`src/rtl/match_pkg.sv`:
```
`default_nettype none

package match_pkg;

  // Stream id space of the byte port
  localparam int STREAM_ID_W = 6;
  localparam int NUM_STREAMS = 2**STREAM_ID_W;

  // Matcher state counts the literal bytes matched so far
  localparam int STATE_W = 3;

  // Longest literal that the state width can track
  localparam int MAX_PATTERN_LEN = 7;

  // Width of the match and packet counters
  localparam int COUNT_W = 16;

  // Stream id carried with every byte
  typedef logic [STREAM_ID_W-1:0] stream_id_t;

  // Number of literal bytes currently matched
  typedef logic [STATE_W-1:0] dfa_state_t;

  // Wrapping event counter
  typedef logic [COUNT_W-1:0] count_t;

endpackage

`default_nettype wire

```
`src/rtl/apb_map_pkg.sv`:
```
`default_nettype none

package apb_map_pkg;

  // Bus widths of the configuration port
  localparam int APB_ADDR_W = 8;
  localparam int APB_DATA_W = 32;

  typedef logic [APB_DATA_W-1:0] apb_data_t;

  // Enable bits, one per stream, split over two words
  localparam logic [APB_ADDR_W-1:0] ADDR_ENABLE_LO = 8'h00;
  localparam logic [APB_ADDR_W-1:0] ADDR_ENABLE_HI = 8'h04;

  // Counters read back zero-extended, any write clears them
  localparam logic [APB_ADDR_W-1:0] ADDR_MATCH_COUNT = 8'h08;
  localparam logic [APB_ADDR_W-1:0] ADDR_PACKET_COUNT = 8'h0C;

endpackage

`default_nettype wire

```
`src/rtl/packet_ingress.sv`:
```
`timescale 1ns/1ns
`default_nettype none

module packet_ingress (
  input  wire logic                   clk,
  input  wire logic                   rst_n,
  input  wire logic                   in_valid,
  input  wire logic [7:0]             in_byte,
  input  wire logic                   in_sop,
  input  wire logic                   in_eop,
  input  wire match_pkg::stream_id_t  in_stream_id,
  output logic                        byte_valid,
  output logic [7:0]                  byte_data,
  output logic                        byte_sop,
  output logic                        byte_eop,
  output match_pkg::stream_id_t       byte_id,
  output logic                        byte_new
);

  // One bit per stream, set once the stream has sent a start byte
  logic [match_pkg::NUM_STREAMS-1:0] seen;

  // Start byte accepted this cycle
  logic take_sop;

  assign take_sop = in_valid & in_sop;

  // Control flags, qualified with valid so idle cycles carry no stale flag
  always_ff @(posedge clk)
  begin
    if (!rst_n)
    begin
      byte_valid <= 1'b0;
      byte_sop   <= 1'b0;
      byte_eop   <= 1'b0;
      byte_new   <= 1'b0;
      seen       <= '0;
    end
    else
    begin
      byte_valid <= in_valid;
      byte_sop   <= take_sop;
      byte_eop   <= in_valid & in_eop;
      // First start byte of a stream since reset has no saved context
      byte_new   <= take_sop & ~seen[in_stream_id];
      if (take_sop)
      begin
        seen[in_stream_id] <= 1'b1;
      end
    end
  end

  // Payload side, only meaningful while byte_valid is high
  always_ff @(posedge clk)
  begin
    byte_data <= in_byte;
    byte_id   <= in_stream_id;
  end

endmodule

`default_nettype wire

```
`src/rtl/context_store.sv`:
```
`timescale 1ns/1ns
`default_nettype none

module context_store (
  input  wire logic                   clk,
  input  wire match_pkg::stream_id_t  byte_id,
  input  wire logic                   save_en,
  input  wire match_pkg::dfa_state_t  save_state,
  output match_pkg::dfa_state_t       restored_state
);

  // Matcher state of each stream as left by its last saved packet
  match_pkg::dfa_state_t state_mem [match_pkg::NUM_STREAMS];

  // Restore path
  // Read is asynchronous so a start byte sees its context in the same cycle
  assign restored_state = state_mem[byte_id];

  // Save path
  // Written at the edge closing the end byte, addressed by that byte's id
  // The next start byte is on the byte bus one cycle later at the earliest,
  // so a same-stream packet right behind reads the fresh value
  always_ff @(posedge clk)
  begin
    if (save_en)
    begin
      state_mem[byte_id] <= save_state;
    end
  end

endmodule

`default_nettype wire

```
`src/rtl/literal_dfa.sv`:
```
`timescale 1ns/1ns
`default_nettype none

module literal_dfa #(
  parameter logic [8*match_pkg::MAX_PATTERN_LEN-1:0] PATTERN = "HTTP",
  parameter int PATTERN_LEN = 4
) (
  input  wire match_pkg::dfa_state_t  cur_state,
  input  wire logic [7:0]             char_in,
  output match_pkg::dfa_state_t       next_state,
  output logic                        accept
);

  localparam int NUM_SLOTS = 2**match_pkg::STATE_W;

  // Literal split into bytes, index 0 is the first byte of the literal
  logic [7:0] pat_bytes [NUM_SLOTS];

  // State after the byte, before the full-match wrap to zero
  match_pkg::dfa_state_t step;

  // First byte sits in the top byte of the PATTERN_LEN-byte field
  for (genvar i = 0; i < NUM_SLOTS; i++)
  begin : g_pat
    if (i < PATTERN_LEN)
    begin : g_used
      assign pat_bytes[i] = PATTERN[8*(PATTERN_LEN-1-i) +: 8];
    end
    else
    begin : g_unused
      // Unreachable states
      assign pat_bytes[i] = 8'h00;
    end
  end

  always_comb
  begin
    // Extend the match, else fall back to a fresh first byte, else start over
    if (char_in == pat_bytes[cur_state])
    begin
      step = cur_state + 1'b1;
    end
    else if (char_in == pat_bytes[0])
    begin
      step = match_pkg::dfa_state_t'(1);
    end
    else
    begin
      step = '0;
    end

    // Full literal seen, report it and restart
    accept     = (step == match_pkg::dfa_state_t'(PATTERN_LEN));
    next_state = accept ? '0 : step;
  end

endmodule

`default_nettype wire

```
`src/rtl/match_counter.sv`:
```
`timescale 1ns/1ns
`default_nettype none

module match_counter #(
  parameter logic [8*match_pkg::MAX_PATTERN_LEN-1:0] PATTERN = "HTTP",
  parameter int PATTERN_LEN = 4
) (
  input  wire logic                             clk,
  input  wire logic                             rst_n,
  input  wire logic                             byte_valid,
  input  wire logic [7:0]                       byte_data,
  input  wire logic                             byte_sop,
  input  wire logic                             byte_eop,
  input  wire match_pkg::stream_id_t            byte_id,
  input  wire logic                             byte_new,
  input  wire match_pkg::dfa_state_t            restored_state,
  input  wire logic [match_pkg::NUM_STREAMS-1:0] stream_enable,
  input  wire logic                             clear_match,
  input  wire logic                             clear_packets,
  output logic                                  save_en,
  output match_pkg::dfa_state_t                 save_state,
  output match_pkg::count_t                     match_count,
  output match_pkg::count_t                     packet_count
);

  match_pkg::dfa_state_t run_state;
  match_pkg::dfa_state_t cur_state;
  match_pkg::dfa_state_t next_state;
  logic                  accept;
  logic                  match_flag;
  logic                  pkt_hit;
  logic                  pkt_new;
  logic                  cur_new;
  logic                  enabled;
  logic                  pkt_end;

  // Start byte picks up the stream context, later bytes follow the register
  assign cur_state = !byte_sop ? run_state :
                     byte_new  ? '0 : restored_state;

  literal_dfa #(
    .PATTERN     (PATTERN),
    .PATTERN_LEN (PATTERN_LEN)
  ) u_literal_dfa (
    .cur_state  (cur_state),
    .char_in    (byte_data),
    .next_state (next_state),
    .accept     (accept)
  );

  // Packet has matched so far, this byte included
  assign pkt_hit = accept | (match_flag & ~byte_sop);
  // Packet is the stream's first since reset
  assign cur_new = byte_sop ? byte_new : pkt_new;

  assign enabled = stream_enable[byte_id];
  assign pkt_end = byte_valid & byte_eop;

  // Save on end of packet of an enabled stream
  // A first packet of a disabled stream writes zero so the entry becomes valid
  assign save_en    = pkt_end & (enabled | cur_new);
  assign save_state = enabled ? next_state : '0;

  always_ff @(posedge clk)
  begin
    if (!rst_n)
    begin
      run_state    <= '0;
      match_flag   <= 1'b0;
      pkt_new      <= 1'b0;
      match_count  <= '0;
      packet_count <= '0;
    end
    else
    begin
      if (byte_valid)
      begin
        run_state  <= next_state;
        match_flag <= pkt_hit;
        pkt_new    <= cur_new;
      end

      // Clear wins over a coinciding increment
      if (clear_match)
        match_count <= '0;
      else if (pkt_end && enabled && pkt_hit)
        match_count <= match_count + 1'b1;

      if (clear_packets)
        packet_count <= '0;
      else if (pkt_end && enabled)
        packet_count <= packet_count + 1'b1;
    end
  end

endmodule

`default_nettype wire

```
`src/rtl/apb_regs.sv`:
```
`timescale 1ns/1ns
`default_nettype none

module apb_regs (
  input  wire logic                                 clk,
  input  wire logic                                 rst_n,
  input  wire logic [apb_map_pkg::APB_ADDR_W-1:0]   paddr,
  input  wire logic                                 psel,
  input  wire logic                                 penable,
  input  wire logic                                 pwrite,
  input  wire apb_map_pkg::apb_data_t               pwdata,
  output apb_map_pkg::apb_data_t                    prdata,
  output logic                                      pready,
  output logic                                      pslverr,
  input  wire match_pkg::count_t                    match_count,
  input  wire match_pkg::count_t                    packet_count,
  output logic [match_pkg::NUM_STREAMS-1:0]         stream_enable,
  output logic                                      clear_match,
  output logic                                      clear_packets
);

  logic access;
  logic wr_en;
  logic addr_hit;

  // Zero wait states, every transfer ends in its access phase
  assign pready = 1'b1;
  assign access = psel & penable;
  assign wr_en  = access & pwrite;

  // Address decode and read mux
  always_comb
  begin
    addr_hit = 1'b1;
    case (paddr)
      apb_map_pkg::ADDR_ENABLE_LO:
        prdata = stream_enable[31:0];
      apb_map_pkg::ADDR_ENABLE_HI:
        prdata = stream_enable[63:32];
      apb_map_pkg::ADDR_MATCH_COUNT:
        prdata = apb_map_pkg::apb_data_t'(match_count);
      apb_map_pkg::ADDR_PACKET_COUNT:
        prdata = apb_map_pkg::apb_data_t'(packet_count);
      default:
      begin
        prdata   = '0;
        addr_hit = 1'b0;
      end
    endcase
  end

  // Error only in the access phase of an unmapped transfer
  assign pslverr = access & ~addr_hit;

  always_ff @(posedge clk)
  begin
    if (!rst_n)
    begin
      stream_enable <= '0;
      clear_match   <= 1'b0;
      clear_packets <= 1'b0;
    end
    else
    begin
      // Enable bits seen by the datapath from the next cycle
      if (wr_en && paddr == apb_map_pkg::ADDR_ENABLE_LO)
      begin
        stream_enable[31:0] <= pwdata;
      end
      if (wr_en && paddr == apb_map_pkg::ADDR_ENABLE_HI)
      begin
        stream_enable[63:32] <= pwdata;
      end

      // Counter writes ignore the data and pulse a clear
      clear_match   <= wr_en && (paddr == apb_map_pkg::ADDR_MATCH_COUNT);
      clear_packets <= wr_en && (paddr == apb_map_pkg::ADDR_PACKET_COUNT);
    end
  end

endmodule

`default_nettype wire

```
`src/rtl/stream_match_top.sv`:
```
`timescale 1ns/1ns
`default_nettype none

module stream_match_top #(
  // First byte in the top byte, and it must not recur later in the literal
  parameter logic [8*match_pkg::MAX_PATTERN_LEN-1:0] PATTERN = "HTTP",
  parameter int PATTERN_LEN = 4
) (
  input  wire logic                                 clk,
  input  wire logic                                 rst_n,
  // Byte port
  input  wire logic                                 in_valid,
  input  wire logic [7:0]                           in_byte,
  input  wire logic                                 in_sop,
  input  wire logic                                 in_eop,
  input  wire match_pkg::stream_id_t                in_stream_id,
  // APB port
  input  wire logic [apb_map_pkg::APB_ADDR_W-1:0]   paddr,
  input  wire logic                                 psel,
  input  wire logic                                 penable,
  input  wire logic                                 pwrite,
  input  wire apb_map_pkg::apb_data_t               pwdata,
  output apb_map_pkg::apb_data_t                    prdata,
  output logic                                      pready,
  output logic                                      pslverr
);

  // Registered byte bus
  logic                  byte_valid;
  logic [7:0]            byte_data;
  logic                  byte_sop;
  logic                  byte_eop;
  match_pkg::stream_id_t byte_id;
  logic                  byte_new;

  // Context restore and save
  match_pkg::dfa_state_t restored_state;
  logic                  save_en;
  match_pkg::dfa_state_t save_state;

  // Configuration and status
  logic [match_pkg::NUM_STREAMS-1:0] stream_enable;
  match_pkg::count_t                 match_count;
  match_pkg::count_t                 packet_count;
  logic                              clear_match;
  logic                              clear_packets;

  packet_ingress u_packet_ingress (
    .clk          (clk),
    .rst_n        (rst_n),
    .in_valid     (in_valid),
    .in_byte      (in_byte),
    .in_sop       (in_sop),
    .in_eop       (in_eop),
    .in_stream_id (in_stream_id),
    .byte_valid   (byte_valid),
    .byte_data    (byte_data),
    .byte_sop     (byte_sop),
    .byte_eop     (byte_eop),
    .byte_id      (byte_id),
    .byte_new     (byte_new)
  );

  context_store u_context_store (
    .clk            (clk),
    .byte_id        (byte_id),
    .save_en        (save_en),
    .save_state     (save_state),
    .restored_state (restored_state)
  );

  match_counter #(
    .PATTERN     (PATTERN),
    .PATTERN_LEN (PATTERN_LEN)
  ) u_match_counter (
    .clk            (clk),
    .rst_n          (rst_n),
    .byte_valid     (byte_valid),
    .byte_data      (byte_data),
    .byte_sop       (byte_sop),
    .byte_eop       (byte_eop),
    .byte_id        (byte_id),
    .byte_new       (byte_new),
    .restored_state (restored_state),
    .stream_enable  (stream_enable),
    .clear_match    (clear_match),
    .clear_packets  (clear_packets),
    .save_en        (save_en),
    .save_state     (save_state),
    .match_count    (match_count),
    .packet_count   (packet_count)
  );

  apb_regs u_apb_regs (
    .clk           (clk),
    .rst_n         (rst_n),
    .paddr         (paddr),
    .psel          (psel),
    .penable       (penable),
    .pwrite        (pwrite),
    .pwdata        (pwdata),
    .prdata        (prdata),
    .pready        (pready),
    .pslverr       (pslverr),
    .match_count   (match_count),
    .packet_count  (packet_count),
    .stream_enable (stream_enable),
    .clear_match   (clear_match),
    .clear_packets (clear_packets)
  );

endmodule

`default_nettype wire

```
`config.mk`:
```
export PLATFORM = sky130hd
export DESIGN_NAME = stream_match_top
export DESIGN_NICKNAME = d
export VERILOG_FILES = /design/src/rtl/match_pkg.sv /design/src/rtl/apb_map_pkg.sv /design/src/rtl/packet_ingress.sv /design/src/rtl/context_store.sv /design/src/rtl/literal_dfa.sv /design/src/rtl/match_counter.sv /design/src/rtl/apb_regs.sv /design/src/rtl/stream_match_top.sv
export SDC_FILE = /design/constraint.sdc
export NUM_CORES = 1
export LEC_CHECK = 0
export BUFFER_PORTS_ARGS = -buffer_cell sky130_fd_sc_hd__buf_2
export CORE_MARGIN = 5
export CORE_UTILIZATION = 40
export DETAILED_ROUTE_END_ITERATION = 12
export HOLD_SLACK_MARGIN = 0.15
export PLACE_DENSITY = 0.61
export SLEW_MARGIN = 20
export SYNTH_ARGS = -nofsm -noshare
export SYNTH_HDL_FRONTEND = slang
export SYNTH_SLANG_ARGS = --single-unit
```
`constraint.sdc`:
```
create_clock -name clk -period 13.5 [get_ports clk]
set_input_delay 1.35 -clock clk [delete_from_list [all_inputs] [get_ports clk]]
set_output_delay 1.35 -clock clk [all_outputs]
set_load 0.02 [all_outputs]
```
After elaboration in Yosys (flattened, before gate mapping)
Memories as Yosys holds them, arrays and structs flattened. A register that Yosys moved wholly into a read port is not among the register bits.
Index checks and enable logic that the tools add are counted.

operators by class
  add/subtract/negate cells = 3
  equality and inequality tests = 6
  reductions and logical operators = 11
  order comparisons = 4
  bitwise operators = 17
  muxes and demuxes = 19

operator list
  operator                                                           number
  one-hot mux 32 bit (4 select lines)                                1
  OR 64 bit                                                          1
  adder 16 x 1 -> 16 bit, second input constant                      2
  equality test 8 x 4 -> 1 bit, second input constant                2
  two-way mux 8 bit                                                  2
  two-way mux 3 bit                                                  5
  < comparator 6 x 7 -> 1 bit, second input constant                 2
  binary-select mux 1 bit (select 6 bit)                             2
  AND 1 bit                                                          9
  equality test 8 x 3 -> 1 bit, second input constant                1
  equality test 8 x 7 -> 1 bit, second input constant                1
  equality test 8 bit                                                1
  zero test 8 bit                                                    1
  two-way mux 1 bit                                                  8
  logical AND 1 bit                                                  7
  demux 1 bit (select 6 bit)                                         1
  greater-or-equal comparator 6 x 1 -> 1 bit, second input constant  1
  greater-or-equal comparator 4 bit, second input constant           1
  NOT 1 bit                                                          4
  NOT 3 -> 4 bit                                                     1
  OR reduction 2 bit                                                 2
  OR reduction 4 bit                                                 1
  adder 3 x 1 -> 3 bit, second input constant                        1
  equality test 3 bit, second input constant                         1
  OR 1 bit                                                           2

word-level totals
  input port bits = 62
  register bits = 185
  logic and storage cells = 78
  output and inout port bits = 34
  bits in writable memories = 192
  memories = 2
  ROM bits = 64

memories
  memory                     words  bits a word  rd ports  clocked after memory_dff  wr ports  RTL line             source
  u_context_store.state_mem  64     3            1         1                         1         context_store.sv:13  match_pkg::dfa_state_t state_mem [match_pkg::NUM_STREAMS];
  (no name shown)            8      8            1         0                         0         literal_dfa.sv:39    if (char_in == pat_bytes[cur_state])

Depth between registers and ports, before layout
  depth in word-level cells = 11
  mapped depth = 23
  gate-level depth less buffers = 19

Cells and area by module
A second synthesis with hierarchy kept.

second synthesis, totals
  cells, all modules = 1,469
  area, all modules = 17,247.8 um^2

by module, submodules not included
  module          seq. area each (um^2)  cells each  instances  area each (um^2)
  context_store   5,765.5                496         1          7,997.7
  apb_regs        1,321.3                333         1          3,270.6
  packet_ingress  1,641.6                335         1          3,221.8
  match_counter   740.7                  275         1          2,539.9
  literal_dfa     0.0                    30          1          217.7

Worst setup path after synthesis
OpenSTA, ideal clock, no wires.

  path type = register to register
  start = reg u_packet_ingress.byte_id[2]
  end = mem u_context_store.state_mem[0][0] in the netlist's numbering (data pin)
  required time = 13.001 ns
  arrival = 5.392 ns
  setup slack = 7.609 ns
  buffers on the path = 5
  library setup time = 0.499 ns
  period minus slack after synthesis = 5.891 ns
  cell stages (with the launch flop) = 20
  cell sequence = dfxtp_1 > buf_6 > buf_12 > buf_6 > buf_2 > buf_2 > nor2_1 > a22o_1 > a221oi_1 > a31oi_1 > a2111o_1 > nor4b_1 > o22a_1 > ha_1 > nor2b_1 > a21oi_1 > mux2_2 > o311a_1 > mux2_2 > nor2_1

between the ends
  cells in the longest elaborated chain, start to end = 3

ends and longest elaborated chain
  item                                     RTL line                source
  start, declared                          packet_ingress.sv:16    output match_pkg::stream_id_t byte_id,
  start signal, assigned                   packet_ingress.sv:57    byte_id <= in_stream_id;
  binary-select mux 1 bit (select 6 bit)   match_counter.sv:56     assign enabled = stream_enable[byte_id];
  two-way mux 1 bit (implied by the code)  match_counter.sv:56
  two-way mux 3 bit                        match_counter.sv:62     assign save_state = enabled ? next_state : '0;
  via save_state[0]                        stream_match_top.sv:39  match_pkg::dfa_state_t save_state;
  end, declared                            context_store.sv:13

The timed path passes the listed nets, and every way through them passes these cells. The select of a mux whose other input is x is not followed.

Worst setup path after layout
  start = reg u_packet_ingress.byte_id[0]
  end = mem u_context_store.state_mem[1][2] in the netlist's numbering (data pin)

Same word-level chain as after synthesis.

==> impl_metrics.json <==
{
  "via_per_inst": 5.76,
  "dieArea_um2": 46500,
  "cts_tree": "built",
  "synth.area.mux_share": 0.103,
  "max-vdd-ir-drop_mv": 0.0831,
  "gp_congestion": 0.918,
  "cts_buffers": 41,
  "synthCells": 1508,
  "clkTransAtPathRegs_ps": 60,
  "finalHoldViolations": 0,
  "worstSetupPathType": "flop to flop",
  "grt-busiest-layer": "met2",
  "clk_latency_ps": 560,
  "crit_path_max_fanout": 64,
  "clockRootBuffer": "clkbuf_16",
  "r2r_end": "u_context_store.state_mem[1][2]$_DFFE_PP_",
  "finalWirelength_um": 46600,
  "powerDensity_nw_per_um2": 128,
  "ctsResizeCount": 0,
  "finalPower_mw": 2.46,
  "power.leakage_nw": 6.20,
  "die_y_um": 216,
  "grt_pass1_vias": 12100,
  "clockBufferDepth": 3,
  "setup_violations": 0,
  "fill_cells": 3850,
  "drc": 0,
  "pin_count": 96,
  "hp-start": "u_packet_ingress.seen[56]$_SDFFE_PN0P_",
  "r2r-start": "u_packet_ingress.byte_id[0]$_DFF_P_",
  "ys_ff_latch": 377,
  "synthSimpleGateAreaFrac": 0.153,
  "cp-end-kind": "flop",
  "grt_max_degree": 79,
  "met2_usage": 0.313,
  "r2r_slack_ps": 7680,
  "grt_first_pass_wirelength_um": 72200,
  "ctsHoldBuffers": 0,
  "synth_flop_cell": "edfxtp_1",
  "outcome": "complete, no violations",
  "synth-xor-area-share": 0.0103,
  "area_delta_synth_final_pct": 13.0,
  "grt_util_met1": 0.273,
  "synth_fa_ha_area_frac": 0.00369,
  "synth_top_family_by_area": "simple AND/OR/NAND/NOR gates",
  "hold_path_depth": 1,
  "synth_edf_count": 192,
  "layout_common_cells": "199 x nor2_1, 192 x edfxtp_1, 188 x nand2_1",
  "fin_crit_sh": 0.431,
  "core_area_um2": 41900,
  "fin_crit_ps": 5820,
  "final.setup_skew_ps": 20.8,
  "reg2reg_depth": 17,
  "antenna_found_initial": 2,
  "wl_per_cell_um": 21.9,
  "worstMarginPinSlew_ps": 1100,
  "hold_path.class": "flop to flop",
  "hold_path_end": "u_packet_ingress.seen[56]$_SDFFE_PN0P_",
  "max_freq_mhz": 172,
  "ys.warnings.count": 0,
  "drtIter0Drc": 1206,
  "die_w_um": 216,
  "cp.required_ps": 13760,
  "final_max_slew_viol_count": 0,
  "hpwl_um": 30700,
  "whs_ps": 463,
  "rows": 75,
  "rsz0062_at_grt": "false",
  "portBuffers": 94,
  "synth-compound-area-share": 0.138,
  "fin_util": 0.456,
  "synth_seq_area_share": 0.559,
  "post_cts_buffers": 0,
  "arrival_ps": 6080,
  "syn_area_per_cell_um2": 11.2,
  "syn_nets": 1575,
  "ant_nets": 0,
  "final_common_cell": "nor2_1",
  "dr.pass1.iters": 6,
  "synth_cell_types": 81,
  "cts_num_sinks": 377,
  "grt_overflow_total": 0,
  "finalSetupTns_ps": 0,
  "layout-drive-gt1-share": 0.171,
  "syn-cell-area_um2": 16900,
  "grtUsageTotal": 0.197,
  "async_reset_ff_frac": 0,
  "nets": 1631,
  "slew_headroom": 0.258,
  "htree_levels": 2,
  "cp-start-kind": "flop",
  "maxCapViolCount": 0,
  "vias": 12300,
  "initial_core_util": 0.404,
  "grt_use_met3": 0.0448
}
-- synth_stat cells (12+ instances only) --
| library cell | count | share of area |
|---|---|---|
| nor3_1 | 13 | 0.0038 |
| nor2b_1 | 18 | 0.0067 |
| xnor2_1 | 13 | 0.0067 |
| o21a_1 | 66 | 0.029 |
| mux4_2 | 42 | 0.056 |
| nand3_1 | 24 | 0.0071 |
| inv_1 | 18 | 0.0040 |
| o21ai_0 | 14 | 0.0041 |
| a21boi_0 | 68 | 0.030 |
| mux2i_1 | 54 | 0.032 |
| a21oi_1 | 21 | 0.0062 |
| dfxtp_1 | 185 | 0.22 |
| nand2_1 | 188 | 0.042 |
| nor2_1 | 201 | 0.045 |
| clkbuf_1 | 61 | 0.014 |
| a22o_1 | 12 | 0.0062 |
| mux2_2 | 20 | 0.013 |
| and3_1 | 38 | 0.014 |
| nand2b_1 | 24 | 0.0089 |
| edfxtp_1 | 192 | 0.34 |
| a221oi_1 | 29 | 0.015 |
| a22oi_1 | 26 | 0.012 |
-- layer usage --
layer	wire length, µm	part of all wire
met3	3830	0.082
met5	11	0.00024
met2	21800	0.47
met1	19900	0.43
met4	1090	0.023
-- sequential cells by signal (all words and copies together) (netlist names), 3 cells and up --
| signal | count |
|---|---|
| u_packet_ingress.byte_data | 8 |
| u_packet_ingress.byte_id | 6 |
| u_context_store.state_mem | 192 |
| u_match_counter.match_count | 16 |
| u_match_counter.run_state | 3 |
| u_apb_regs.stream_enable | 64 |
| u_match_counter.packet_count | 16 |
| u_packet_ingress.seen | 64 |
-- cell type report --
cell class | count | area [µm²] | area share
Sequential cell | 377 | 9470 | 0.495
Antenna cell | 1 | 2.50 | 0.000131
Multi-Input combinational cell | 1015 | 6950 | 0.363
Inverter | 21 | 78.8 | 0.00412
Timing Repair Buffer | 108 | 598 | 0.0313
Clock inverter | 17 | 178 | 0.00928
Clock buffer | 56 | 1180 | 0.0619
Tap cell | 539 | 674 | 0.0352
-- critical path: stages (launching register included) --
cell and delay (ps):
dfxtp_2 500, inv_1 600, nor3_1 360, a22o_1 320, a221oi_1 200, nand3_1 110, a2111o_1 400, nor4b_1 600
o22a_1 270, ha_1 310, xnor2_1 200, nand4_1 140, nor2_1 190, o21a_1 150, a32o_1 230, o21a_1 180
nor3b_4 180, buf_4 530
-- power breakdown --
group	internal [mW]	switching, mW	leakage, nW
combinational	0.0428	0.0768	2.69
sequential	1.20	0.00793	2.84
clock	0.674	0.461	0.672
total	1.91	0.546	6.20
-- per-stage QoR --
step / setup WS [ps] / cell area, µm² / instances
floorplan: 7610 / 16900 / 1508
detailed placement: 7710 / 17700 / 2059
global placement: 7970 / 17700 / 2059
CTS: 7680 / 19100 / 2132
finish: 7680 / 19100 / 2134
global route: 7350 / 19100 / 2133
-- worst max path at each step --
stage | startpoint | endpoint | slack, ps | cells past startpoint
after CTS | u_packet_ingress.byte_id[2]$_DFF_P_ | u_context_store.state_mem[4][2]$_DFFE_PP_ | 7680 | 18
after detailed placement | u_packet_ingress.byte_id[2]$_DFF_P_ | u_context_store.state_mem[4][2]$_DFFE_PP_ | 7710 | 18
final | u_packet_ingress.byte_id[0]$_DFF_P_ | u_context_store.state_mem[1][2]$_DFFE_PP_ | 7680 | 17
after global placement | u_packet_ingress.byte_id[0]$_DFF_P_ | u_context_store.state_mem[37][2]$_DFFE_PP_ | 7970 | 17
after floorplan | u_packet_ingress.byte_id[2]$_DFF_P_ | u_context_store.state_mem[0][0]$_DFFE_PP_ | 7610 | 19
after global routing | u_packet_ingress.byte_id[0]$_DFF_P_ | u_context_store.state_mem[3][2]$_DFFE_PP_ | 7350 | 17
-- logic make-up after synthesis --
kind of cell,after synthesis
mux,118
fa+ha+maj,5
flops,377
xor+xnor,20
compound gates,303
simple gates,568
other cells,1
buf+inv,116
(Power assumes the default switching activity.)
